`src/rtl/tlb_defines.svh`:
```
`ifndef TLB_DEFINES_SVH
`define TLB_DEFINES_SVH

// Lookup address width
`define TLB_ADDR_WIDTH 32

// Page offset bits, not part of the compare
`define TLB_PAGE_BITS 12

// Set index, lowest page number bits
`define TLB_SET_WIDTH 5

// Entries per half as log2
`define TLB_OFFSET_WIDTH 4

// Set + half bit + offset
`define TLB_RAM_AW 10

// Statistics counter width
`define TLB_CNT_WIDTH 16

`endif

```
`src/rtl/tlb_pkg.sv`:
```
`include "tlb_defines.svh"

package tlb_pkg;

   // Entry word as stored in the RAM
   typedef struct packed {
      logic [7:0]                                 rsvd;
      logic [`TLB_ADDR_WIDTH-`TLB_PAGE_BITS-1:0] vpn;    // Bits 23..4
      logic                                       unused;
      logic                                       wr;     // Write allowed
      logic                                       rd;     // Read allowed
      logic                                       valid;
   } tlb_entry_t;

   // Raw word on the config side, fields on the compare side
   typedef union packed {
      logic [31:0] raw;
      tlb_entry_t  entry;
   } tlb_word_u;

   typedef struct packed {
      logic [`TLB_ADDR_WIDTH-1:0] addr;
      logic                       rw;  // 1 = write
   } tlb_req_t;

   typedef struct packed {
      logic [`TLB_RAM_AW-1:0] idx;
      tlb_word_u              word;
   } tlb_wr_t;

   typedef struct packed {
      logic                   hit;
      logic                   miss;
      logic                   multi_hit;
      logic                   prot;
      logic [`TLB_RAM_AW-1:0] hit_addr;
   } tlb_result_t;

   typedef struct packed {
      logic [`TLB_CNT_WIDTH-1:0] hit_cnt;
      logic [`TLB_CNT_WIDTH-1:0] miss_cnt;
      logic [`TLB_CNT_WIDTH-1:0] prot_cnt;
   } tlb_stats_t;

endpackage

```
`src/rtl/tlb_search_ctrl.sv`:
```
`timescale 1ns/1ps
`include "tlb_defines.svh"

module tlb_search_ctrl (
   input  logic                         clk_i,
   input  logic                         rst_ni,
   input  logic                         req_valid_i,
   input  tlb_pkg::tlb_req_t            req_i,
   input  logic                         hit_i,
   input  logic                         multi_hit_i,
   input  logic                         prot_i,
   input  logic [`TLB_RAM_AW-1:0]       hit_addr_i,
   output tlb_pkg::tlb_req_t            lookup_o,
   output logic [`TLB_RAM_AW-1:0]       port0_addr_o,
   output logic [`TLB_RAM_AW-1:0]       port1_addr_o,
   output logic                         searching_o,
   output logic [`TLB_OFFSET_WIDTH-1:0] offset_d_o,
   output logic                         send_outputs_o,
   output logic                         busy_o,
   output logic                         done_o,
   output tlb_pkg::tlb_result_t         result_o
);

   tlb_pkg::tlb_req_t             lookup_q;
   tlb_pkg::tlb_result_t          result_d;
   tlb_pkg::tlb_result_t          result_q;
   logic [`TLB_SET_WIDTH-1:0]     set_idx;
   logic [`TLB_OFFSET_WIDTH-1:0]  offset_q;    // Offset being issued
   logic [`TLB_OFFSET_WIDTH-1:0]  offset_d_q;  // Offset being compared
   logic                          busy_q;
   logic                          issue_q;     // RAM read strobe
   logic                          searching_q;
   logic                          done_q;
   logic                          accept;
   logic                          stop_hit;
   logic                          last_miss;

   assign accept    = req_valid_i && !busy_q;
   assign stop_hit  = searching_q && hit_i;
   assign last_miss = searching_q && !hit_i && (&offset_d_q);

   // Set comes from the lowest page number bits
   assign set_idx = lookup_q.addr[`TLB_PAGE_BITS +: `TLB_SET_WIDTH];

   assign port0_addr_o = {set_idx, 1'b0, offset_q};
   assign port1_addr_o = {set_idx, 1'b1, offset_q};

   // Request payload
   always_ff @(posedge clk_i) begin
      if (accept) begin
         lookup_q <= req_i;
      end
   end

   // Result of the compare cycle, registered below
   always_comb begin
      result_d = '0;
      if (stop_hit) begin
         result_d.hit       = 1'b1;
         result_d.multi_hit = multi_hit_i;
         result_d.prot      = prot_i;
         result_d.hit_addr  = hit_addr_i;
      end else if (last_miss) begin
         result_d.miss = 1'b1;
      end
   end

   always_ff @(posedge clk_i) begin
      if (!rst_ni) begin
         busy_q      <= 1'b0;
         issue_q     <= 1'b0;
         searching_q <= 1'b0;
         done_q      <= 1'b0;
         offset_q    <= '0;
         offset_d_q  <= '0;
         result_q    <= '0;
      end else begin
         // One cycle behind the issue side, matches RAM latency
         searching_q <= issue_q && !stop_hit;
         offset_d_q  <= offset_q;
         done_q      <= stop_hit || last_miss;
         result_q    <= result_d;  // Zero outside the done cycle

         if (accept) begin
            busy_q   <= 1'b1;
            issue_q  <= 1'b1;
            offset_q <= '0;
         end else begin
            if (done_q) begin
               busy_q <= 1'b0;
            end
            if (stop_hit || (issue_q && (&offset_q))) begin
               issue_q <= 1'b0;  // Hit seen or set exhausted
            end else if (issue_q) begin
               offset_q <= offset_q + 1'b1;
            end
         end
      end
   end

   assign lookup_o       = lookup_q;
   assign searching_o    = searching_q;
   assign offset_d_o     = offset_d_q;
   assign send_outputs_o = done_q;
   assign busy_o         = busy_q;
   assign done_o         = done_q;
   assign result_o       = result_q;

endmodule

```
`config.mk`:
```
export PLATFORM = sky130hd
export DESIGN_NAME = tlb_search_ctrl
export DESIGN_NICKNAME = d
export VERILOG_FILES = /design/src/rtl/tlb_pkg.sv /design/src/rtl/tlb_search_ctrl.sv
export VERILOG_INCLUDE_DIRS = /design/src /design/src/rtl
export SDC_FILE = /design/constraint.sdc
export NUM_CORES = 1
export LEC_CHECK = 0
export BUFFER_PORTS_ARGS = -buffer_cell sky130_fd_sc_hd__buf_2
export CAP_MARGIN = 20
export CORE_MARGIN = 2
export CORE_UTILIZATION = 30
export DETAILED_ROUTE_END_ITERATION = 7
export PLACE_DENSITY_LB_ADDON = 0.1
export SLEW_MARGIN = 20
export SYNTH_ARGS = -nofsm -noshare
export SYNTH_HDL_FRONTEND = slang
export SYNTH_SLANG_ARGS = --single-unit
```
`constraint.sdc`:
```
create_clock -name clk_i -period 1.62 [get_ports clk_i]
set_clock_uncertainty 0.05 [all_clocks]
set_input_delay 0.243 -clock clk_i [delete_from_list [all_inputs] [get_ports clk_i]]
set_output_delay 0.243 -clock clk_i [all_outputs]
set_load 0.05 [all_outputs]
```
# Word-level counts from Yosys, hierarchy flattened
# Cells that the tools add are included.
# totals
reg_bits	59
# op_classes
addsub	1
n_mux	6
bitwise	2
reduce_logical	19
# ops
cell	count
4-bit AND reduction	2
1-bit logical AND	6
1-bit 2-to-1 mux	6
4-bit by 1-bit adder with 4-bit output, second input constant	1
2-bit AND reduction	2
2-bit nonzero test	2
2-bit OR reduction	2
1-bit zero test	3
1-bit logical OR	2
1-bit inverter	2

# Longest topological paths before layout
# logic_depth
depth_word	5
mapped_depth	4

# Worst setup path before layout
# OpenSTA, ideal clock, no wires.
# synth_path
path_type	reg2reg
startpoint	reg busy_q, in the netlist busy_o
endpoint	reg lookup_q, in the netlist lookup_o[0] (enable)
arrival_time_ps	1386
required_time_ps	1182
setup_slack_ps	-203
stages_incl_launch_ff	3
n_path_buf	0
path_cell_list	dfxtp_1 nand2b_1 inv_1
# synth_between
elab_chain_len	2
# synth_rtl
item	line	text
start, declared	tlb_search_ctrl.sv:30	logic busy_q;
start signal, assigned	tlb_search_ctrl.sv:70	busy_q <= 1'b0;
start signal, assigned	tlb_search_ctrl.sv:85	busy_q <= 1'b1;
start signal, assigned	tlb_search_ctrl.sv:90	busy_q <= 1'b0;
1-bit zero test	tlb_search_ctrl.sv:38	assign accept = req_valid_i && !busy_q;
1-bit logical AND	tlb_search_ctrl.sv:38	
named net accept	tlb_search_ctrl.sv:34	logic accept;
end signal, assigned	tlb_search_ctrl.sv:51	lookup_q <= req_i;
end, declared	tlb_search_ctrl.sv:24	tlb_pkg::tlb_req_t lookup_q;
# The timed path passes the listed nets, and every way through them passes these cells.
# A chain may end at the register's enable or synchronous reset.

# Worst setup path in the final report
# layout_path
startpoint	reg offset_q[0]
endpoint	reg offset_q[0]
# layout_between
elab_chain_len	5
# layout_rtl
item	line	text
start, declared	tlb_search_ctrl.sv:28	logic [`TLB_OFFSET_WIDTH-1:0] offset_q;
start signal, assigned	tlb_search_ctrl.sv:95	offset_q <= offset_q + 1'b1;
parallel branches: the longest is 5 deep, another holds 4-bit by 1-bit adder with 4-bit output	--	
# Several ways; the timed one is not identified.

==> flow_summary.yaml <==
worst_setup_path:
  crit_path_max_incr_delay_ns: 0.36
  worstSetupPathType: "register to register"
  crit_fanout: 7
  end_kind: "register"
  critPathRequiredTime_ns: 1.83
  path_delay_family: "simple AND/OR/NAND/NOR gates"
  reg2reg_slack_ns: 0.23
  critical_path_arrival_ns: 1.60
  start_kind: "register"
  rr_startpoint: "offset_q[0]$_SDFFE_PP0P_"
  path_cells: "ha_1 -> and3_1 -> or3_1 -> a21oi_1"
  path_depth: 4
  slowest_stage: "dfxtp_1"
  rr_worst_depth: 4
  crit_buf_inv: 0
  crit_path_start: "offset_q[0]$_SDFFE_PP0P_"
  endpoint: "offset_q[0]$_SDFFE_PP0P_"
  r2r_end: "offset_q[0]$_SDFFE_PP0P_"
route:
  vias: 1338
  wirelength_um: 3980
  viasPerCell: 4.12
  drc: 0
  wl_per_cell_um: 12.2
  dr.pass1.iters: 4
  drt_iter0_drc: 53
  antenna_left: 0
timing:
  grt_setup_unrepaired: "false"
  drv_slew: 0
  setup_tns_ns: 0
  fmax_mhz: 719
  finalCritPeriodShare_pct: 85.8
  fin_crit_ns: 1.39
  setup_viol: 0
  hold_viol: 0
  worst_slack_ns: 0.229
logic_synthesis:
  syn_inst: 127
  synth_ff_type: "edfxtp_1"
  synthSimpleGateAreaFrac_pct: 9.82
  synth-compound-area-share_pct: 3.88
  synthesis.area_mm2: 0.00194
  synth_edf_count: 33
  yosys-mux-area-fraction_pct: 0
  synthDistinctLibCells: 23
  yosys-top-cells-area: "edfxtp_1 51%, dfxtp_1 27%, buf_4 6.6%, and2_1 5.8%, a21oi_1 1.3%"
  yosysTopAreaCellShare_pct: 51.2
  async_reset_ff_share_pct: 0
  seq_area_frac_synth_pct: 78.0
  synthXorXnorAreaFrac_pct: 0
  postSynthAreaPerCell_um2: 15.3
  synth.net_count: 177
  synth_seq_cells: 59
  yosys-top-cells-count: "33 x edfxtp_1, 26 x dfxtp_1, 18 x and2_1"
  synth_top_family_by_area: "simple AND/OR/NAND/NOR gates"
  synth-adder-area-share_pct: 0.646
  synth.most_common_cell: "edfxtp_1"
  yosys_warnings: 0
  synth_top_area_cell: "edfxtp_1"
clock_network:
  cts.sinks: 59
  clockBufferDepth: 2
  clk_pin_slew_ns: 0.06
  root_buffer: "clkbuf_8"
  clk_latency_ns: 0.33
  cts_tree: "built"
  cts_setup_buffers: 0
  cts_made_buffers: 9
  post_cts_resized: 0
  cts_hold_buf: 0
  htree_levels: 3
power_and_ir_drop:
  worst_ir_drop_vdd_v: 0.000480
  clkPwrFrac_pct: 37.6
  switchingPower_mw: 0.885
  leakage_nw: 1.28
  finalPower_mw: 3.39
  power.density_mw_per_mm2: 1240
  combPwrFrac_pct: 13.2
  p_sw_share_pct: 26.1
  seqPwrFrac_pct: 49.2
  p_int_mw: 2.51
min_path:
  min-delay-start: "req_i[11]"
  hp-class: "primary input to register"
die:
  initial_utilization_pct: 30.7
  io_pins: 124
  die_area_mm2: 0.00711
  core_area_mm2: 0.00631
  die_w_um: 84.4
  die_h_um: 84.4
  row_count: 29
finish:
  stdcell_count: 325
  area_growth_pct: 40.9
  multiInputGateArea_um2: 285
  fin_area_mm2: 0.00273
  regArea_mm2: 0.00152
  drive_gt1_share_pct: 55.6
  nets: 293
  antenna_cells: 0
  fill_cells: 610
place:
  dp_hpwl_um: 2960
  place_ws_ns: 0.246
  placed_area_mm2: 0.00254
  place_inst: 309
  io_buffer_count: 121
  place.gp.congestion: 0.744
flow_run:
  max_cap_viol_count: 0
global_route:
  grt_usage_pct: 11.6
  grt_pass1_vias: 1236
  antenna_found_initial: 0
  overflow: 0
  grt_first_pass_wirelength_um: 6090
  grt_max_degree: 26
status:
  status: "finished, final reports clean"
-- how the worst min path moves through the flow --
stage                                         end  slack, ns  cells after the start
final                      lookup_o[11]$_DFFE_PP_       0.04                      1
after global routing       lookup_o[14]$_DFFE_PP_      0.007                      1
after CTS                   lookup_o[3]$_DFFE_PP_       0.02                      1
after detailed placement    lookup_o[1]$_DFFE_PP_       0.37                      1
after global placement     lookup_o[16]$_DFFE_PP_       0.37                      1
after floorplan           result_o[12]$_SDFF_PP0_       0.27                      1
-- cell type report --
| type | instances | area share [%] |
|---|---|---|
| well taps | 77 | 3.53 |
| repair buffers | 123 | 23.2 |
| clock inverters | 2 | 1.28 |
| flip-flops and latches | 59 | 55.5 |
| clock buffers | 14 | 5.59 |
| inverters | 2 | 0.413 |
| multi-input cells | 48 | 10.5 |
-- registers in the layout, indices dropped and copies added, names as in the netlist --
name	count
busy_o	1
done_o	1
issue_q	1
lookup_o	33
offset_d_o	4
offset_q	4
result_o	14
searching_o	1
-- layer usage --
| metal | vias to the layer above | track usage (%) | share of wire (%) |
|---|---|---|---|
| met1 | 599 | 14.0 | 42 |
| met3 | 7 | 6.00 | 11 |
| li1 | 655 | - | - |
| met5 | - | 0 | 0 |
| met2 | 77 | 16.1 | 45 |
| met4 | 0 | 7.36 | 1.8 |
-- per-stage QoR --
stage               hold slack, ns  utilization (%)
floorplan                    0.272                -
global placement             0.370             40.2
detailed placement           0.371             40.2
CTS                         0.0191             43.2
global route               0.00700             43.2
finish                      0.0357             43.2
-- kinds of logic (layout without fill, tap and decap cells) --
logic type,after synthesis,count (layout)
adders and majority gates,1,1
other,2,2
and+or+nand+nor,33,33
DFF,59,59
buffers and inverters,20,141
AOI/OAI and AO/OA,12,12
-- power groups by stage --
stage | registers, mW | clock network (mW) | logic (mW)
6_report | 1.67 | 1.28 | 0.448
5_1_grt | 1.68 | 1.40 | 0.471
4_1_cts | 1.67 | 1.32 | 0.452
3_5_place_dp | 1.70 | 0 | 0.452
3_3_place_gp | 1.70 | 0 | 0.453
2_1_floorplan | 1.90 | 0 | 0.133
-- worst register-to-register path: stages, from the launching register on --
cell and delay [ns]:
dfxtp_1 0.36, ha_1 0.24, and3_1 0.24, or3_1 0.31, a21oi_1 0.13
-- cell usage in the layout (no fill, tap or decap), types with 2 or more instances in the layout --
master	count
buf_2	121
edfxtp_1	33
nand2_1	4
clkbuf_8	10
o21ai_0	3
dfxtp_1	25
conb_1	2
a21oi_1	5
nor3_1	3
or3_1	2
and2_1	18
clkbuf_1	4
(Power assumes the default switching activity.)
