## config.mk

```make
export PLATFORM = sky130hd
export DESIGN_NAME = tlb_check_ram
export DESIGN_NICKNAME = d
export VERILOG_FILES = /design/src/rtl/tlb_pkg.sv /design/src/rtl/tlb_check_ram.sv
export VERILOG_INCLUDE_DIRS = /design/src /design/src/rtl
export SDC_FILE = /design/constraint.sdc
export NUM_CORES = 1
export LEC_CHECK = 0
export BUFFER_PORTS_ARGS = -buffer_cell sky130_fd_sc_hd__buf_4
export CAP_MARGIN = 20
export CORE_MARGIN = 5
export CORE_UTILIZATION = 27
export CTS_CLUSTER_SIZE = 30
export DETAILED_ROUTE_END_ITERATION = 16
export GPL_TIMING_DRIVEN = 0
export MAX_ROUTING_LAYER = met4
export PLACE_DENSITY_LB_ADDON = 0.12
export SYNTH_ARGS = -nofsm -noshare
export SYNTH_HDL_FRONTEND = slang
export SYNTH_SLANG_ARGS = --single-unit
```

## constraint.sdc

```tcl
create_clock -name clk_i -period 1.75 [get_ports clk_i]
set_clock_uncertainty 0.1 [all_clocks]
set_input_delay 0.175 -clock clk_i [delete_from_list [all_inputs] [get_ports clk_i]]
set_output_delay 0.175 -clock clk_i [all_outputs]
set_load 0.02 [all_outputs]
```

## src/rtl/tlb_defines.svh

```systemverilog
`ifndef TLB_DEFINES_SVH
`define TLB_DEFINES_SVH

// Lookup address width
`define TLB_ADDR_WIDTH 32

// Page offset bits, not part of the compare
`define TLB_PAGE_BITS 12

// Set index, lowest page number bits
`define TLB_SET_WIDTH 5

// Entries per half as log2
`define TLB_OFFSET_WIDTH 4

// Set + half bit + offset
`define TLB_RAM_AW 10

// Statistics counter width
`define TLB_CNT_WIDTH 16

`endif

```

## src/rtl/tlb_pkg.sv

```systemverilog
`include "tlb_defines.svh"

package tlb_pkg;

   // Entry word as stored in the RAM
   typedef struct packed {
      logic [7:0]                                 rsvd;
      logic [`TLB_ADDR_WIDTH-`TLB_PAGE_BITS-1:0] vpn;    // Bits 23..4
      logic                                       unused;
      logic                                       wr;     // Write allowed
      logic                                       rd;     // Read allowed
      logic                                       valid;
   } tlb_entry_t;

   // Raw word on the config side, fields on the compare side
   typedef union packed {
      logic [31:0] raw;
      tlb_entry_t  entry;
   } tlb_word_u;

   typedef struct packed {
      logic [`TLB_ADDR_WIDTH-1:0] addr;
      logic                       rw;  // 1 = write
   } tlb_req_t;

   typedef struct packed {
      logic [`TLB_RAM_AW-1:0] idx;
      tlb_word_u              word;
   } tlb_wr_t;

   typedef struct packed {
      logic                   hit;
      logic                   miss;
      logic                   multi_hit;
      logic                   prot;
      logic [`TLB_RAM_AW-1:0] hit_addr;
   } tlb_result_t;

   typedef struct packed {
      logic [`TLB_CNT_WIDTH-1:0] hit_cnt;
      logic [`TLB_CNT_WIDTH-1:0] miss_cnt;
      logic [`TLB_CNT_WIDTH-1:0] prot_cnt;
   } tlb_stats_t;

endpackage

```

## src/rtl/tlb_check_ram.sv

```systemverilog
`timescale 1ns/1ps
`include "tlb_defines.svh"

module tlb_check_ram (
   input  logic                         clk_i,
   input  logic                         rst_ni,
   input  tlb_pkg::tlb_req_t            lookup_i,
   input  logic [`TLB_RAM_AW-1:0]       port0_addr_i,
   input  logic [`TLB_RAM_AW-1:0]       port1_addr_i,
   input  logic [31:0]                  rdata0_i,
   input  logic [31:0]                  rdata1_i,
   input  logic                         searching_i,
   input  logic [`TLB_OFFSET_WIDTH-1:0] offset_d_i,
   input  logic                         send_outputs_i,
   output logic                         hit_o,
   output logic                         multi_hit_o,
   output logic                         prot_o,
   output logic [`TLB_RAM_AW-1:0]       hit_addr_o
);

   typedef enum logic {SEARCH, HIT} hit_state_t;

   tlb_pkg::tlb_word_u                        word0;
   tlb_pkg::tlb_word_u                        word1;
   logic [`TLB_ADDR_WIDTH-`TLB_PAGE_BITS-1:0] page;
   logic                                      port0_hit;
   logic                                      port1_hit;
   logic                                      port0_deny;
   logic                                      port1_deny;
   hit_state_t                                state_q;
   hit_state_t                                state_d;

   assign word0.raw = rdata0_i;
   assign word1.raw = rdata1_i;

   assign page = lookup_i.addr[`TLB_ADDR_WIDTH-1:`TLB_PAGE_BITS];

   // Valid entry with matching page number
   assign port0_hit = word0.entry.valid && (word0.entry.vpn == page);
   assign port1_hit = word1.entry.valid && (word1.entry.vpn == page);

   // Missing permission for the access type
   assign port0_deny = lookup_i.rw ? !word0.entry.wr : !word0.entry.rd;
   assign port1_deny = lookup_i.rw ? !word1.entry.wr : !word1.entry.rd;

   always_ff @(posedge clk_i) begin
      if (!rst_ni) begin
         state_q <= SEARCH;
      end else begin
         state_q <= state_d;
      end
   end

   always_comb begin
      state_d    = state_q;
      hit_o      = 1'b0;
      hit_addr_o = '0;
      unique case (state_q)
         SEARCH: begin
            if (searching_i && (port0_hit || port1_hit)) begin
               state_d = HIT;
               hit_o   = 1'b1;
               // Set and half from the port, offset from the delayed counter
               if (port0_hit) begin
                  hit_addr_o = {port0_addr_i[`TLB_RAM_AW-1:`TLB_OFFSET_WIDTH], offset_d_i};
               end else begin
                  hit_addr_o = {port1_addr_i[`TLB_RAM_AW-1:`TLB_OFFSET_WIDTH], offset_d_i};
               end
            end
         end
         HIT: begin
            if (send_outputs_i) begin
               state_d = SEARCH;  // Result taken by controller
            end
         end
         default: state_d = SEARCH;
      endcase
   end

   // Half 0 decides the fault when both match
   always_comb begin
      prot_o = 1'b0;
      if (searching_i && port0_hit) begin
         prot_o = port0_deny;
      end else if (searching_i && port1_hit) begin
         prot_o = port1_deny;
      end
   end

   assign multi_hit_o = searching_i && port0_hit && port1_hit;

endmodule

```

# Word-level counts from Yosys, hierarchy flattened
# Index checks and enable logic that the tools add are counted.
# classes
eq_ne,2
n_bitwise,1
reduce_logical,11
mux,11
# op_table
operator,count
20-bit == test,2
10-bit 2-to-1 mux,3
1-bit 2-to-1 mux,7
1-bit logical AND,6
1-bit logical NOT,4
1-bit one-hot mux with 2 select lines,1
1-bit logical OR,1
1-bit inverter,1
# totals
in_bits,125
wordCells,26
ff_bits,1

# Longest topological paths before layout
# Gate-level depths: netlist (run 1).
# logic_depth
depth_word,6
mapped_depth,6
depth_no_buf,5

# Worst setup path before layout (run 1)
# Ideal clock, no wire load.
# synth_path
path_kind,in2out
startpoint,in rdata0_i[10]
endpoint,out prot_o
n_path_buf,1
path_slack_ps,-63
arrival_time_ps,1538
cell_stages,6
cell_sequence,xor2_1 -> nor4_1 -> and4_1 -> buf_4 -> nand2_1 -> o21ai_0
# synth_between
elab_chain_cells,4
# synth_rtl
element,line,source
start: declaration,tlb_check_ram.sv:10,"input logic [31:0] rdata0_i,"
20-bit == test,tlb_check_ram.sv:39,assign port0_hit = word0.entry.valid && (word0.entry.vpn == page);
1-bit logical AND,tlb_check_ram.sv:39,
1-bit logical AND,tlb_check_ram.sv:83,if (searching_i && port0_hit) begin
1-bit 2-to-1 mux,tlb_check_ram.sv:83,
end: declaration,tlb_check_ram.sv:17,"output logic prot_o,"
# No other way between the ends.

# Worst setup path after layout (run 1)
# layout_path
startpoint,in lookup_i[19] (netlist name)
endpoint,out hit_addr_o[0]
# layout_between
elab_chain_cells,6
# layout_rtl
element,line,source
start: declaration,tlb_check_ram.sv:7,"input tlb_pkg::tlb_req_t lookup_i,"
20-bit == test (on tied branches),"tlb_check_ram.sv:39, tlb_check_ram.sv:40",
1-bit logical AND (on tied branches),"tlb_check_ram.sv:39, tlb_check_ram.sv:40",
1-bit logical OR (*),tlb_check_ram.sv:60,if (searching_i && (port0_hit || port1_hit)) begin
1-bit logical AND (*),tlb_check_ram.sv:60,
10-bit 2-to-1 mux (*),tlb_check_ram.sv:60,
10-bit 2-to-1 mux (*),tlb_check_ram.sv:58,unique case (state_q)
end: declaration,tlb_check_ram.sv:18,output logic [`TLB_RAM_AW-1:0] hit_addr_o
# Mark *: on every way between the ends. The rest lies on a longest branch, timed or not.

==> metrics.txt, run 1 <==
status finished with violations; violated checks negative setup slack; WHS 0.315 ns; total power 379 uW; WP depth 8; startpoint of the worst hold path rst_ni; CP peak stage delay 0.30 ns; Residual DRC 0; Reg-to-Reg End state_q$_SDFF_PN0_; Syn Nets 223; most frequent cells in the layout buf_4 (91), xnor2_1 (16), buf_6 (15); crit start category input port; Largest Register state_q; vias per inst 4.91; Synth Warn # 0; DR WL/cell 15.4 um; worst path required time 1.47 ns; Final WS setup -0.196 ns; Die Wd 63.9 um; syn_area_per_cell 7.99 um2; total core area 2760 um2; Hold Path Stages 3; post-route setup TNS -2.02 ns; FF-to-FF Start state_q$_SDFF_PN0_; delay-heaviest family, CP simple AND/OR/NAND/NOR gates; Syn Inst Count 98; Die Span Y 63.9 um; GRT Total Usage 0.152; # diodes 0; starting density of the core 0.284; Worst-Skew Late Latency 0 ns; Synth Flop Type dfxtp_1; layout cell share with drive strength beyond 1 0.728; CP max FO 7; hpwl dp 2900 um; Synth Register Bits 1; final worst path period share 1.11; Fmax achieved 0.514 GHz; Reg2Reg Setup Slack 1.00 ns; Worst path slowest cell nor4_4; TritonRoute pass-1 iters 2; Cell Count Post-Placement 227; vias in the first global route 1159; grt total ovfl 0; Pleak 0.000839 uW; CTS Hold Buffers Added 0; Largest register FFs 1; Worst Tran Pin Value 0.636 ns; top cell type's share of synthesized area 0.235; WP buf/inv 3; Slew Limit Fails 0; min-delay worst type in -> reg; crit-path cells buf_4 -> xor2_2 -> nor4_4 -> and4_1 -> buf_6 -> a32oi_4 -> nor3b_2 -> buf_4; met3 usage 0.0263; I/O Buffers 98; DR iter-0 viols 10; relative slew slack 0.576; MaxCap Viol Count 0; CP Data Arrival Time 1.67 ns; global routing's busiest layer met2; largest area contributor in the netlist xnor2_1; reg2reg path depth 3; fin util 0.730; Final Net Count 333; Setup-failing EPs final 13; FILL cells 215; Mapped Area 783 um2; Peak VDD IR 0.158 mV; top flop regs state_q x1; met2 Track Usage GR 0.305; area grow syn2layout 157%; placement row count 19; largest net degree at the start of global routing 11; Async S/R FF share, synth 0; Hold Fails Final Rpt 0; minimum clock period 1.95 ns; hold-critical path endpoint state_q$_SDFF_PN0_; clock edge transition at the registers on the reported setup and hold paths 0 ns; post-synthesis sequential area ratio 0.0256; gp weighted congestion 0.685; IO Count 138; non-filler instance count after layout 237; Routed Antenna Nets 0; CP Class in -> out; met1 GRT Util 0.160; Crit path top cell by count buf_4; RSZ-0062 raised after global routing yes; Post-synth EDFFs 0; power density over the cells 188 nW/um2; via count 1163; first-pass GRT wire length 5140 um; Setup crit end kind output pin; Cell variety after synth 25; WL final 3650 um; area of the die 4080 um2; commonest non-fill, non-tap cell in the layout buf_4; initial antenna violation count 0; synth top area cells xnor2_1 (23%), xor2_1 (21%), nand4_1 (8.8%)
-- logic make-up (layout without fill, tap and decap cells) --
logic type / count (synthesis) / count (layout) / synth area share
XOR/XNOR: 40 / 40 / 0.447
AND/OR/NAND/NOR: 34 / 34 / 0.305
AO/OA/AOI/OAI: 16 / 16 / 0.165
buffers and inverters: 5 / 113 / 0.0319
multiplexers: 2 / 2 / 0.0256
flip-flops: 1 / 1 / 0.0256
-- through the flow --
stage | area [um2] | setup WS (ns)
floorplan | 806 | -0.0145
global route | 2010 | -0.313
finish | 2010 | -0.196
detailed placement | 1580 | -0.384
global placement | 1580 | -0.311
CTS | 1710 | -0.224
-- worst max-delay path by stage --
stage	start	to	slack [ns]
final	lookup_i[19]	hit_addr_o[0]	-0.20
after global routing	lookup_i[20]	hit_addr_o[3]	-0.31
after CTS	lookup_i[16]	hit_addr_o[2]	-0.22
after detailed placement	lookup_i[19]	hit_addr_o[5]	-0.38
after global placement	lookup_i[21]	hit_addr_o[9]	-0.31
after floorplan	rdata0_i[10]	hit_addr_o[0]	-0.01
-- layout make-up --
class | instances | area (um2) | area share
buffer | 4 | 27.5 | 0.0137
timing repair buffer | 108 | 898 | 0.446
tap | 31 | 38.8 | 0.0193
multi-input combinational | 92 | 1030 | 0.509
inverter | 1 | 3.75 | 0.00186
sequential | 1 | 20.0 | 0.00994
-- cell usage after synthesis (2+ instances only) --
| cell type | number |
|---|---|
| mux2i_1 | 2 |
| o2111ai_1 | 7 |
| xor2_1 | 19 |
| nand3_1 | 3 |
| nand2_1 | 5 |
| nand4_1 | 11 |
| nor4_1 | 3 |
| a21oi_1 | 7 |
| nor2_1 | 2 |
| nor3b_2 | 4 |
| xnor2_1 | 21 |
-- repair_timing --
action,in CTS,in global routing
endpoints found under the hold margin,0,0
setup buffers,4,5
setup endpoints to repair,14,14
gates resized for setup,20,39
gates cloned,0,1
pin swaps,18,24
-- where the power goes --
group	internal, uW	leakage [uW]	switching (uW)
logic	222	0.000831	135
clock network	0	0	0
registers	23.3	0.00000805	0.0000548
total	245	0.000839	135
-- worst min-delay path: stages --
cell	delay, ns
buf_4	0.11
nand2_1	0.04
a21oi_1	0.03
-- layer usage --
layer / wire, um / vias up
met5: 0 / -
met3: 272 / 2
met2: 2190 / 59
met4: 17 / 0
li1: - / 576
met1: 1180 / 526
(Power assumes the default switching activity.)
==> inputs of run 2 (changes only) <==
CORE_ASPECT_RATIO = 1.75   (was not set)
==> run 2 against run 1 <==
  * The run still ends with negative setup slack left
  * Critical path depth stayed put
  * Via count is 2.3% higher
  * Cell area is 2.9% lower
  * Largest power group unchanged
  * Wire length is 3.2% lower
  * Utilization is 4.7 points lower
  * Die area is 1.0% higher
  * Register-to-register slack better by 0.02 ns
  * Power is 3.8% lower
  * Worst hold slack hardly changed
  * Sequential cell count stayed put
  * Global-route usage is 1.4 points higher
==> metrics.txt, run 2 (synthesized netlist as in run 1, its figures left out) <==
status finished with violations; violated checks negative setup slack; placement row count 26 (+7); commonest non-fill, non-tap cell in the layout buf_4; met3 usage 0.0275 (+0.00125); final worst path period share 1.13 (+0.0153); Pleak 0.000872 uW (+3.9%); starting density of the core 0.274 (-0.0104); power density over the cells 187 nW/um2 (-0.94%); Final Net Count 334 (+0.30%); met2 Track Usage GR 0.352 (+0.0467); RSZ-0062 raised after global routing yes; area of the die 4120 um2 (+1.0%); CP Class in -> out; Cell Count Post-Placement 224 (-1.3%); Worst Tran Pin Value 0.641 ns (+0.00520 ns); Hold Path Stages 3 (unchanged); hpwl dp 3020 um (+3.9%); met1 GRT Util 0.145 (-0.0145); WHS 0.315 ns (-0.0000140 ns); total core area 2860 um2 (+3.8%); Residual DRC 0 (unchanged); DR WL/cell 15.1 um (-2.4%); CP max FO 6 (-1); Setup WS pre-CTS -0.397 ns (-0.0124 ns); CP Data Arrival Time 1.70 ns (+0.03 ns); post-route cell area 1960 um2 (-2.9%); reg2reg path depth 3 (unchanged); vias per inst 5.06 (+3.2%); first-pass GRT wire length 5470 um (+6.4%); IO Count 138 (unchanged); Setup-failing EPs final 14 (+1); # diodes 0 (unchanged); I/O Buffers 98 (unchanged); Hold Fails Final Rpt 0 (unchanged); TritonRoute pass-1 iters 2 (unchanged); MaxCap Viol Count 0 (unchanged); Setup crit end kind output pin; Die Wd 50.7 um (-21%); top flop regs state_q x1; gp weighted congestion 0.705 (+2.9%); fin util 0.684 (-0.0469); minimum clock period 1.97 ns (+0.0268 ns); Final WS setup -0.223 ns (-0.0268 ns); Die Span Y 81.3 um (+27%); Largest register FFs 1 (unchanged); Largest Register state_q; grt total ovfl 0 (unchanged); Worst-Skew Late Latency 0 ns (unchanged); relative slew slack 0.572 (-0.00347); placed inst area 1580 um2 (-0.24%); via count 1190 (+2.3%); Slew Limit Fails 0 (unchanged); WL final 3540 um (-3.2%); Routed Antenna Nets 0 (unchanged); clock edge transition at the registers on the reported setup and hold paths 0 ns (unchanged); initial antenna violation count 0 (unchanged); worst path required time 1.47 ns (about the same); Fmax achieved 0.507 GHz (-1.4%); area grow syn2layout 150%; largest net degree at the start of global routing 11 (unchanged); GRT Total Usage 0.165 (+0.0137); vias in the first global route 1338 (+15%); min-delay worst type in -> reg; non-filler instance count after layout 235 (-0.84%); crit start category input port; Peak VDD IR 0.154 mV (-2.7%); most frequent cells in the layout buf_4 (93), xor2_1 (16), buf_6 (15); global routing's busiest layer met2; DR iter-0 viols 5 (-5); layout cell share with drive strength beyond 1 0.744 (+0.0158)
-- run 2: cell count changes in the layout (fill, tap and decap cells not counted), moves of 3 or more --
cell / before / now
xnor2_2: 5 / 10
nor4_4: 4 / 1
xor2_4: 3 / 0
xor2_1: 13 / 16
xnor2_1: 16 / 11
nor4_2: 1 / 4
-- run 2: worst paths after layout --
| path | startpoint | endpoint | slack (ns) |
|---|---|---|---|
| setup / recovery | lookup_i[24] | hit_addr_o[2] | -0.22 |
| hold reg to reg | state_q$_SDFF_PN0_ | state_q$_SDFF_PN0_ | 0.37 |
| setup reg to reg | state_q$_SDFF_PN0_ | state_q$_SDFF_PN0_ | 1.02 |
| hold / removal | rst_ni | state_q$_SDFF_PN0_ | 0.32 |
-- run 2: area by class of cell --
cell class | instances | area (um2)
Inverter | 1 | 3.75
Sequential cell | 1 | 20.0
Buffer | 4 | 27.5
Multi-Input combinational cell | 92 | 972
Tap cell | 28 | 35.0
Timing Repair Buffer | 109 | 898
Fill cell | 242 | 906
-- run 2: power by group --
part           switching [uW]  internal [uW]  total (uW)
registers           0.0000523           23.3        23.3
logic                     124            218         342
clock network               0              0           0
total                     124            241         365
-- run 2: critical path, stage by stage --
cell     delay, ns
buf_6         0.10
xor2_2        0.16
nor4_2        0.34
and4_1        0.26
buf_6         0.13
a32oi_4       0.15
nor3b_2       0.21
buf_4         0.16
-- run 2: stage by stage --
stage / total power [uW] / setup TNS [ns]
detailed placement: 304 / -4.50
floorplan: 120 / -0.0580
global route: 391 / -4.64
global placement: 298 / -4.41
finish: 365 / -2.31
CTS: 344 / -1.93
-- run 2: timing repair --
item | 4_1_cts | 5_1_grt
hold buffers | 0 | 0
gates resized for setup | 28 | 26
endpoints found under the setup margin | 14 | 14
setup buffers | 6 | 4
gates cloned | 1 | 0
pin swaps | 32 | 15
-- run 2: layer usage --
metal / vias up / part of all wire
met5: - / 0
met4: 0 / 0.010
met3: 4 / 0.081
met2: 63 / 0.62
met1: 540 / 0.28
li1: 583 / -
