<file path="config.mk">
export PLATFORM = sky130hd
export DESIGN_NAME = tlb_cfg_regs
export DESIGN_NICKNAME = d
export VERILOG_FILES = /design/src/rtl/tlb_pkg.sv /design/src/rtl/tlb_cfg_regs.sv
export VERILOG_INCLUDE_DIRS = /design/src /design/src/rtl
export SDC_FILE = /design/constraint.sdc
export NUM_CORES = 1
export LEC_CHECK = 0
export BUFFER_PORTS_ARGS = -buffer_cell sky130_fd_sc_hd__buf_4
export CAP_MARGIN = 20
export CORE_MARGIN = 1
export CORE_UTILIZATION = 43
export CTS_CLUSTER_SIZE = 8
export DETAILED_ROUTE_END_ITERATION = 7
export PLACE_DENSITY = 0.81
export SLEW_MARGIN = 20
export SYNTH_ARGS = -nofsm -noshare
export SYNTH_HDL_FRONTEND = slang
export SYNTH_SLANG_ARGS = --single-unit
</file>
<file path="constraint.sdc">
create_clock -name clk_i -period 1.76 [get_ports clk_i]
set_input_delay 0.088 -clock clk_i [delete_from_list [all_inputs] [get_ports clk_i]]
set_output_delay 0.088 -clock clk_i [all_outputs]
set_load 0.05 [all_outputs]
</file>
<file path="src/rtl/tlb_defines.svh">
`ifndef TLB_DEFINES_SVH
`define TLB_DEFINES_SVH

// Lookup address width
`define TLB_ADDR_WIDTH 32

// Page offset bits, not part of the compare
`define TLB_PAGE_BITS 12

// Set index, lowest page number bits
`define TLB_SET_WIDTH 5

// Entries per half as log2
`define TLB_OFFSET_WIDTH 4

// Set + half bit + offset
`define TLB_RAM_AW 10

// Statistics counter width
`define TLB_CNT_WIDTH 16

`endif

</file>
<file path="src/rtl/tlb_pkg.sv">
`include "tlb_defines.svh"

package tlb_pkg;

   // Entry word as stored in the RAM
   typedef struct packed {
      logic [7:0]                                 rsvd;
      logic [`TLB_ADDR_WIDTH-`TLB_PAGE_BITS-1:0] vpn;    // Bits 23..4
      logic                                       unused;
      logic                                       wr;     // Write allowed
      logic                                       rd;     // Read allowed
      logic                                       valid;
   } tlb_entry_t;

   // Raw word on the config side, fields on the compare side
   typedef union packed {
      logic [31:0] raw;
      tlb_entry_t  entry;
   } tlb_word_u;

   typedef struct packed {
      logic [`TLB_ADDR_WIDTH-1:0] addr;
      logic                       rw;  // 1 = write
   } tlb_req_t;

   typedef struct packed {
      logic [`TLB_RAM_AW-1:0] idx;
      tlb_word_u              word;
   } tlb_wr_t;

   typedef struct packed {
      logic                   hit;
      logic                   miss;
      logic                   multi_hit;
      logic                   prot;
      logic [`TLB_RAM_AW-1:0] hit_addr;
   } tlb_result_t;

   typedef struct packed {
      logic [`TLB_CNT_WIDTH-1:0] hit_cnt;
      logic [`TLB_CNT_WIDTH-1:0] miss_cnt;
      logic [`TLB_CNT_WIDTH-1:0] prot_cnt;
   } tlb_stats_t;

endpackage

</file>
<file path="src/rtl/tlb_cfg_regs.sv">
`timescale 1ns/1ps
`include "tlb_defines.svh"

module tlb_cfg_regs (
   input  logic                   clk_i,
   input  logic                   rst_ni,
   input  logic                   wr_en_i,
   input  tlb_pkg::tlb_wr_t       wr_i,
   input  logic                   busy_i,
   input  logic                   req_valid_i,
   output logic                   ram_we_o,
   output logic [`TLB_RAM_AW-1:0] ram_addr_o,
   output logic [31:0]            ram_wdata_o,
   input  logic                   done_i,
   input  tlb_pkg::tlb_result_t   result_i,
   input  logic                   stats_clr_i,
   output tlb_pkg::tlb_stats_t    stats_o
);

   tlb_pkg::tlb_stats_t stats_q;

   // Writes only while idle and no lookup starting
   assign ram_we_o    = wr_en_i && !busy_i && !req_valid_i;
   assign ram_addr_o  = wr_i.idx;
   assign ram_wdata_o = wr_i.word.raw;

   always_ff @(posedge clk_i) begin
      if (!rst_ni) begin
         stats_q <= '0;
      end else if (stats_clr_i) begin
         stats_q <= '0;  // Clear beats a pending count
      end else if (done_i) begin
         if (result_i.hit) begin
            stats_q.hit_cnt <= stats_q.hit_cnt + 1'b1;
         end
         if (result_i.miss) begin
            stats_q.miss_cnt <= stats_q.miss_cnt + 1'b1;
         end
         if (result_i.prot) begin
            stats_q.prot_cnt <= stats_q.prot_cnt + 1'b1;
         end
      end
   end

   assign stats_o = stats_q;

endmodule

</file>
# ---- Word level (Yosys, flattened, before mapping)
# Cells that the tools add are included.
dict set report op_classes {
  add_sub_neg 3
  mul 0
  n_div 0
  magnitude_cmp 0
  n_eq_ne 0
  shifts 0
  mux 0
  n_bitwise 1
  n_reduce_logical 8
}
# cell n
set ops {}
lappend ops {{$add A16 B1 Y16 const B} 3}
lappend ops {{$reduce_and A2 Y1} 3}
lappend ops {{$logic_and A1 B1 Y1} 2}
lappend ops {{$logic_not A1 Y1} 2}
lappend ops {{$reduce_or A2 Y1} 1}
lappend ops {{$not A1 Y1} 1}
dict set report word_totals {
  reg_bits 48
  latch_bits 0
  mem_bits_rw 0
  romBits 0
  in_bits 63
  out_inout_bits 91
  elab_cells 15
  mem_count 0
}

# ---- Depth between registers and ports, before layout
# Gate-level depths: netlist of the first run.
dict set report depth {
  word_depth 3
  ltp_mapped 5
  mapped_depth_nobuf 5
}

# ---- Worst setup path after synthesis of the first run
# OpenSTA, ideal clock, no wires.
dict set report synth_path {
  path_kind {flip-flop to flip-flop}
  start {register stats_q, in the netlist stats_o[0]}
  end {register stats_q, in the netlist stats_o[14]}
  setup_ps 71
  t_arrival_ps 1812
  t_required_ps 1689
  slack_ps -123
  stages_incl_launch_ff 6
  path_buffers 0
  period_less_slack_ps 1883
  cell_sequence {dfxtp_1 > ha_1 > nand3_1 > nor2_1 > or4b_1 > a21oi_1}
}
dict set report synth_via {
  elab_chain_len 1
}
# element line_no
set synth_lines {}
lappend synth_lines {{start, declared} tlb_cfg_regs.sv:20} ;# tlb_pkg::tlb_stats_t stats_q;
lappend synth_lines {{$add A16 B1 Y16} tlb_cfg_regs.sv:40} ;# stats_q.prot_cnt <= stats_q.prot_cnt + 1'b1;
# No other way between the ends.
# A chain may end at the register's enable or synchronous reset.

# ---- Final worst setup path of the first run
dict set report layout_path {
  start {register stats_q, in the netlist stats_o[22]}
  end {register stats_q, in the netlist stats_o[31]}
}
dict set report layout_via {
  elab_chain_len 1
}
# element line_no
set layout_lines {}
lappend layout_lines {{$add A16 B1 Y16} tlb_cfg_regs.sv:37} ;# stats_q.miss_cnt <= stats_q.miss_cnt + 1'b1;
# No other way between the ends.

==> results of run 1 <==
-- path summary, 6_finish.rpt --
check,cells past startpoint,endpoint,slack (ps),start
worst max register to register,4,stats_o[31],250,stats_o[22]
worst max-delay path,4,stats_o[31],250,stats_o[22]
worst min register to register,2,stats_o[1],490,stats_o[1]
worst min-delay path,3,stats_o[1],90,result_i[10]
-- power groups by stage --
stage          logic [W]  registers (W)  clock network [W]
2_1_floorplan   0.000290        0.00113                  0
3_3_place_gp   0.0000753        0.00112                  0
3_5_place_dp   0.0000769        0.00112                  0
4_1_cts        0.0000772        0.00109           0.000688
5_1_grt        0.0000827        0.00109           0.000735
6_report       0.0000761        0.00109           0.000658
-- cell usage after synthesis (12+ instances only) --
cell type / instances
buf_4: 43
xnor2_1: 16
nand3_1: 14
xor2_1: 19
nor2_1: 38
dfxtp_1: 48
a21oi_1: 12
nand2_1: 17
nand4_1: 16
-- worst max-delay path, stage by stage, from the launching register on --
cell and delay (ps):
dfxtp_1 400, and4_1 330, nand4_2 190, or3_1 390, a21oi_1 140
-- per-stage QoR --
step | hold slack (ps) | total power, W | area [µm²]
global route | 67.4 | 0.00191 | 2810
finish | 91.8 | 0.00183 | 2810
CTS | 75.1 | 0.00186 | 2810
detailed placement | 176 | 0.00119 | 2720
global placement | 176 | 0.00119 | 2720
floorplan | 241 | 0.00142 | 2470
-- per-layer routing --
layer  vias to the layer above  track usage, %
li1                        996               -
met1                       921            18.5
met2                        60            27.9
met3                        16            3.76
met4                         0            7.92
met5                         -               0
-- kinds of logic after synthesis --
| logic type | share of synthesized area (%) |
|---|---|
| AOI/OAI and AO/OA | 5.19 |
| xor gates and xnor gates | 12.5 |
| adders and majority gates | 1.53 |
| buffers and inverters | 15.2 |
| DFF | 39.1 |
| and+or+nand+nor | 26.5 |
-- cell type report --
class / count / area [µm²]
multi-input combinational: 183 / 1120
tap: 72 / 90.1
timing repair buffer: 68 / 510
fill: 530 / 2700
inverter: 5 / 18.8
sequential: 48 / 975
clock buffer: 8 / 90.1
-- placed cells by master, fill, tap and decap left out --
| cell | instances |
|---|---|
| a31o_2 | 1 |
| or3_1 | 7 |
| inv_1 | 5 |
| a21oi_1 | 12 |
| or4_1 | 1 |
| nand4_2 | 1 |
| a211oi_1 | 1 |
| nand2_1 | 17 |
| and4_4 | 1 |
| clkbuf_1 | 2 |
| and2_1 | 1 |
| nor3_1 | 7 |
| xor2_1 | 19 |
| nor4_1 | 7 |
| dfxtp_2 | 11 |
| nand2b_1 | 1 |
| nand4_4 | 1 |
| nor2_1 | 38 |
| and4_1 | 6 |
| ha_1 | 3 |
| nand4_1 | 16 |
| nor3b_1 | 1 |
| xnor2_1 | 16 |
| or4b_1 | 1 |
| clkbuf_8 | 6 |
| o21ai_0 | 7 |
| buf_4 | 68 |
| nand3_1 | 14 |
| o41ai_1 | 1 |
| nand3_2 | 1 |
| o31ai_1 | 1 |
| and3_2 | 1 |
| dfxtp_1 | 37 |
==> run metrics, run 1 <==
Layout area overhead=14.3%; Detailed Place HPWL=3.58 mm; post-route insts no fill=384; top cell type's share of synthesized area=39.1%; Yosys top cell by area=dfxtp_1; Power Density=650 nW/µm²; Mapped Area=2460 µm²; Static Leak=1.05 nW; Antenna Nets Post-Route=0; RSZ-0062 raised after global routing=false; maximum vdd drop=361 µV; Synth area leaders=dfxtp_1 39%, buf_4 13%, xor2_1 6.8%; DRC viols=0; switching power=0.000390 W; antenna diode count=0; I/O pin count=154; Die Height=77.6 µm; All-Layer GR Usage=16.1%; startpoint types=flip-flop; Worst-Skew Late Latency=290 ps; Final Skew=6.64 ps; global-route wire length before repair=7.85 mm; die area=6020 µm²; Die W=77.6 µm; DRT Wirelength=4.77 mm; fin crit share=85.8%; GPL Wtd Cong=0.823; part of the power in combinational logic=4.2%; Final nets=377; Std-Cell Rows=27; arrival time worst endpoint=1740 ps; Mapped Nets=353; Final Hold Fails=0; Setup crit end kind=flip-flop; synth unique cells=32; initial antenna violation count=0; Post-Place Setup Slack=275 ps; DRT iter0 DRCs=105; outcome=finished clean; total gr overflow=0; CTS Buffer Depth=2; CP Data Required Time=1990 ps; Synth Instances=287; Setup WS post-layout=250 ps; via count=1993; Avg Inst Size Synth=8.56 µm²; Final min period=1510 ps; Clock Pin Slew Worst Setup and Hold Paths=80 ps; Routed WL per cell=12.4 µm; Core Footprint=5510 µm²; Starting Density=44.6%; CTS tree=done; Clk pwr share=36.0%; vias per cell=5.19; Seq pwr share=59.8%; met3 wire length=303 µm; max reg flops=48; Max Fclk=662 MHz; setup violators final=0; Post-synth top flop=dfxtp_1; CTS buffer count=5; CTS sink count=48; Post-synth EDFFs=0; Resize count post-CTS=0; Int Pwr=0.00144 W; routed length on met2=2.31 mm; CP max FO=5; Top Metal Used=met4; Hold Path Class=in -> reg; Sw Ratio=21.3%; Clock Tree Root=clkbuf_8; vias in the first global route=1783; max cap viols=0; H-tree lvl count=2; Post CTS Setup Buffer Count=0; dpl cells=376; Finished Core Util=51.0%; # port buffers=58; TNS Setup=0 ps; FF+latch count, synth=48; part of the Yosys area used for sequential elements=39.1%; met1 wire length=2.08 mm; crit path kind=reg -> reg; Post-synth ARST share=0%; max-slew violation count=0; Yosys Warn Count=0; drt first pass iters=4; Slew @ Worst Pin=518 ps; Hold Buf Count CTS=0; largest net degree at the start of global routing=20; share of cells above drive strength 1=29.2%; slew margin rel.=65.4%
Power figures use the tool's default switching activity.
==> run 2, diff against run 1 <==
==> constraint.sdc (replaced) <==
create_clock -name clk_i -period 1.76 [get_ports clk_i]
set_input_delay 0.088 -clock clk_i [delete_from_list [all_inputs] [get_ports clk_i]]
set_output_delay 0.088 -clock clk_i [all_outputs]
set_load 0.1 [all_outputs]
==> run 2 against run 1 <==
Net effect:
- non-clock buffer count fell by 5
- register-to-register slack improved by 20 ps
- highest routed layer unchanged
- wire length rose by 0.96%
- sequential power barely moved
- clock power fell by 6.1%
- critical path type unchanged
- critical endpoint unchanged
- via count fell by 2.0%
- sequential cell count did not move
==> run metrics, run 2 (synthesized netlist as in run 1, its figures left out) <==
drt first pass iters=4; Max Fclk=673 MHz; RSZ-0062 raised after global routing=false; hold path startpoint=result_i[10]; TNS Setup=0 ps; I/O pin count=154; Detailed Place HPWL=3.51 mm; H-tree lvl count=2; Clock Tree Root=clkbuf_8; Hold Path Class=in -> reg; die area=6020 µm²; Die W=77.6 µm; DRT iter0 DRCs=89; GPL Wtd Cong=0.787; Layout area overhead=15.4%; Die Height=77.6 µm; Worst-Skew Late Latency=290 ps; Int Pwr=0.00137 W; Hold Buf Count CTS=0; largest net degree at the start of global routing=33; max cap viols=0; Slew @ Worst Pin=383 ps; Antenna Nets Post-Route=0; Fill cells=519; vias per cell=5.15; antenna diode count=0; maximum vdd drop=331 µV; max-slew violation count=0; Resize count post-CTS=0; arrival time worst endpoint=1710 ps; Starting Density=44.6%; fin crit share=84.4%; Clk pwr share=34.7%; max reg flops=48; crit path kind=reg -> reg; Routed WL per cell=12.7 µm; CTS buffer count=5; initial antenna violation count=0; Sw Ratio=22.9%; Core Footprint=5510 µm²; DRT Wirelength=4.82 mm; Std-Cell Rows=27; post-route cell area=2840 µm²; setup violators final=0; Final nets=372; DRC viols=0; outcome=finished clean; startpoint types=flip-flop; Static Leak=1.04 nW; via count=1953; Final Skew=4.44 ps; total gr overflow=0; commonest non-fill, non-tap cell in the layout=buf_4; R2R setup slack=280 ps; switching power=0.000409 W; share of cells above drive strength 1=37.5%; CTS sink count=48; slew margin rel.=74.2%; Seq pwr share=60.2%; CTS Buffer Depth=2; Clock Pin Slew Worst Setup and Hold Paths=80 ps; part of the power in combinational logic=5.1%; most frequent cells in the layout=63 x buf_4, 38 x nor2_1, 26 x dfxtp_2; All-Layer GR Usage=16.8%; CP max FO=7; vias in the first global route=1866; CP Data Required Time=1990 ps; Setup crit end kind=flip-flop; global-route wire length before repair=8.16 mm; Final Total Pwr=0.00178 W; Post CTS Setup Buffer Count=0; CTS tree=done; Final Hold Fails=0; # port buffers=58; Power Density=628 nW/µm²; worst setup path start=stats_o[19]; area post-placement=2760 µm²; reg2reg start=stats_o[19]; Final min period=1480 ps
==> run 2: cell count changes in the layout (fill, tap and decap cells not counted), sizes merged <==
cell    delta
buf        -5
clkbuf     -1
clkinv     +1
==> run 2: layout make-up <==
cell class / count / area (µm²) / area share (%)
clock inverters: 1 / 3.75 / 0.132
repair buffers: 63 / 473 / 16.7
flip-flops and latches: 48 / 1040 / 36.8
multi-input cells: 183 / 1130 / 39.9
inverters: 5 / 18.8 / 0.662
well taps: 72 / 90.1 / 3.18
clock buffers: 7 / 76.3 / 2.69
==> run 2: stage by stage <==
stage / hold slack, ps / instances / utilization (%) / setup slack (ps)
finish: 89.1 / 379 / 51.5 / 275
CTS: 76.4 / 379 / 51.5 / 269
floorplan: 238 / 287 / - / 6.86
global placement: 177 / 371 / 50.0 / 338
global route: 77.2 / 379 / 51.5 / 112
detailed placement: 177 / 371 / 50.0 / 290
==> run 2: worst paths after layout <==
path | end | cells past startpoint
worst min register to register | stats_o[17] | 2
worst min-delay path | stats_o[1] | 3
worst max-delay path | stats_o[31] | 4
worst max register to register | stats_o[31] | 4
==> run 2: per-layer routing <==
layer,global-route usage (%),wire [µm]
met2,29.0,2310
met5,0,0
met3,3.88,281
met4,8.87,104
met1,19.0,2120
==> run 2: power groups by stage <==
| stage | sequential (W) | combinational, W | clock [W] |
|---|---|---|---|
| 3_5_place_dp | 0.00110 | 0.0000912 | 0 |
| 3_3_place_gp | 0.00110 | 0.0000901 | 0 |
| 2_1_floorplan | 0.00112 | 0.000487 | 0 |
| 4_1_cts | 0.00107 | 0.0000915 | 0.000648 |
| 6_report | 0.00107 | 0.0000906 | 0.000618 |
| 5_1_grt | 0.00107 | 0.0000989 | 0.000687 |
==> run 2: worst max-delay path, cell delays in order (launching register included) <==
cell and delay [ps]:
dfxtp_2 410, and4_1 320, nand4_2 180, or3_1 380, a21oi_1 140
==> run 3, diff against run 2 <==
--- a/config.mk
+++ b/config.mk
@@ -9,10 +9,10 @@
 export BUFFER_PORTS_ARGS = -buffer_cell sky130_fd_sc_hd__buf_4
 export CAP_MARGIN = 20
 export CORE_MARGIN = 1
-export CORE_UTILIZATION = 43
+export CORE_UTILIZATION = 39
 export CTS_CLUSTER_SIZE = 8
 export DETAILED_ROUTE_END_ITERATION = 7
-export PLACE_DENSITY = 0.81
+export PLACE_DENSITY = 0.77
 export SLEW_MARGIN = 20
 export SYNTH_ARGS = -nofsm -noshare
 export SYNTH_HDL_FRONTEND = slang
==> constraint.sdc (replaced) <==
create_clock -name clk_i -period 1.36 [get_ports clk_i]
set_input_delay 0.068 -clock clk_i [delete_from_list [all_inputs] [get_ports clk_i]]
set_output_delay 0.068 -clock clk_i [all_outputs]
set_load 0.1 [all_outputs]
==> run 3 against run 2 <==
Net effect:
- cell count grew 10%
- global-route usage grew 0.63 points
- the run now ends with negative setup slack left
- sequential share of layout area is 4.1 points lower
- first-iteration DRC count decreased by 17%
- largest cell class unchanged
- sequential cell count stayed put
- maximum frequency grew 6.4%
- die area up 10%
- sequential power increased by 25%
- non-clock buffer count up 35
- highest routed layer unchanged
- largest power group unchanged
- register-to-register slack got worse by 310 ps
- setup slack worse by 310 ps
==> run metrics, run 3 (synthesized netlist as in run 1, its figures left out) <==
outcome=finished, violations left; failing checks=negative setup slack; Setup crit end kind=flip-flop; sequential cell area=1110 µm²; via count=2146; Std-Cell Rows=28; slowest CP cell=or4b_1; Hold Path Class=in -> reg; family with the most delay on the worst path=simple AND/OR/NAND/NOR gates; Clock Pin Slew Worst Setup and Hold Paths=80 ps; Starting Density=41.0%; crit path kind=reg -> reg; startpoint types=flip-flop; Die Height=81.4 µm; Slowest Stage Delay on Critical Path=490 ps; initial antenna violation count=0; share of cells above drive strength 1=53.2%; Int Pwr=0.00173 W; commonest non-fill, non-tap cell in the layout=buf_4; # port buffers=58; Core Footprint=5990 µm²; worst setup path start=stats_o[6]; Seq pwr share=59.3%; R2R depth=4; Power Density=664 nW/µm²; Hold Buf Count CTS=0; DRT Wirelength=5.63 mm; vias in the first global route=2011; CP max FO=4; CTS sink count=48; CTS Buffer Depth=2; max cap viols=0; total gr overflow=0; Final nets=407; global-route wire length before repair=8.95 mm; setup violators final=3; Final Hold Fails=0; reg2reg start=stats_o[6]; Routed WL per cell=13.5 µm; CTS buffer count=5; CTS tree=done; CP cell instances=and4_4 -> nand4_4 -> or4b_1 -> a21oi_2; I/O pin count=154; arrival time worst endpoint=1620 ps; max reg flops=48; CP Data Required Time=1580 ps; H-tree lvl count=2; Setup WS post-layout=-35.2 ps; DRC viols=0; cell count of the worst hold path=3; Fill cells=546; Clk pwr share=34.9%; largest net degree at the start of global routing=27; All-Layer GR Usage=17.4%; Antenna Nets Post-Route=0; fin crit share=103%; vias per cell=5.15; most frequent cells in the layout=94 x buf_4, 38 x nor2_1, 38 x dfxtp_4; maximum vdd drop=536 µV; Slew @ Worst Pin=380 ps; Clock Tree Root=clkbuf_8; max-slew violation count=0; GPL Wtd Cong=0.779; slew margin rel.=74.3%; Final Skew=3.47 ps; Levels on crit path=4; Final min period=1400 ps; Sw Ratio=23.3%; DRT iter0 DRCs=74; hold path startpoint=result_i[12]; drt first pass iters=4; Layout area overhead=38.5%; Buf/Inv on CP=0; Finished Core Util=56.8%; Detailed Place HPWL=4.07 mm; antenna diode count=0; multi-input combinational cell area=1350 µm²; RSZ-0062 raised after global routing=true; Static Leak=1.34 nW; Die W=81.4 µm; die area=6620 µm²; Post-Place Setup Slack=-37.2 ps; WHS=73.1 ps; Worst-Skew Late Latency=290 ps; Max Fclk=717 MHz; part of the power in combinational logic=5.8%; switching power=0.000527 W
-- run 3: worst reg2reg max path: stages (launching register included) --
cell and delay, ps:
dfxtp_4 340, and4_4 240, nand4_4 120, or4b_1 490, a21oi_2 140
-- run 3: worst paths after layout --
kind                      end  slack (ps)
setup / recovery  stats_o[14]         -40
hold / removal    stats_o[17]          70
setup reg to reg  stats_o[14]         -40
hold reg to reg   stats_o[31]         500
-- run 3: what timing repair did --
action,CTS,global route
setup endpoints to repair,8,18
resized for setup,10,12
setup buffers,2,3
pin swaps,5,7
-- run 3: power groups by stage --
stage / Sequential (W) / Clock, W / Combinational [W]
after floorplan: 0.00140 / 0 / 0.000631
after global placement: 0.00137 / 0 / 0.000124
after detailed placement: 0.00137 / 0 / 0.000128
after CTS: 0.00134 / 0.000843 / 0.000129
after global routing: 0.00134 / 0.000890 / 0.000140
final: 0.00134 / 0.000789 / 0.000130
-- run 3: final cells by class --
cell class                 instances  area share, %
sequential                        48           32.6
tap                               75           2.76
multi-input combinational        183           39.6
clock inverter                     1          0.110
timing repair buffer              98           22.1
inverter                           5          0.551
clock buffer                       7           2.24
-- run 3: per-stage QoR --
stage	std cells	power (W)	instance area, µm²	TNS [ps]
finish	417	0.00226	3400	-61.7
CTS	414	0.00231	3310	-40.8
floorplan	287	0.00203	2750	-2440
global placement	404	0.00150	3170	0
detailed placement	404	0.00150	3170	-88.7
global route	417	0.00237	3400	-887
-- run 3: routing by layer --
layer	share of wire, %	vias up	track usage, %
met5	0	-	0
met2	49	62	30.1
li1	-	1059	-
met1	44	1009	20.2
met4	1.8	0	8.39
met3	5.3	16	3.71
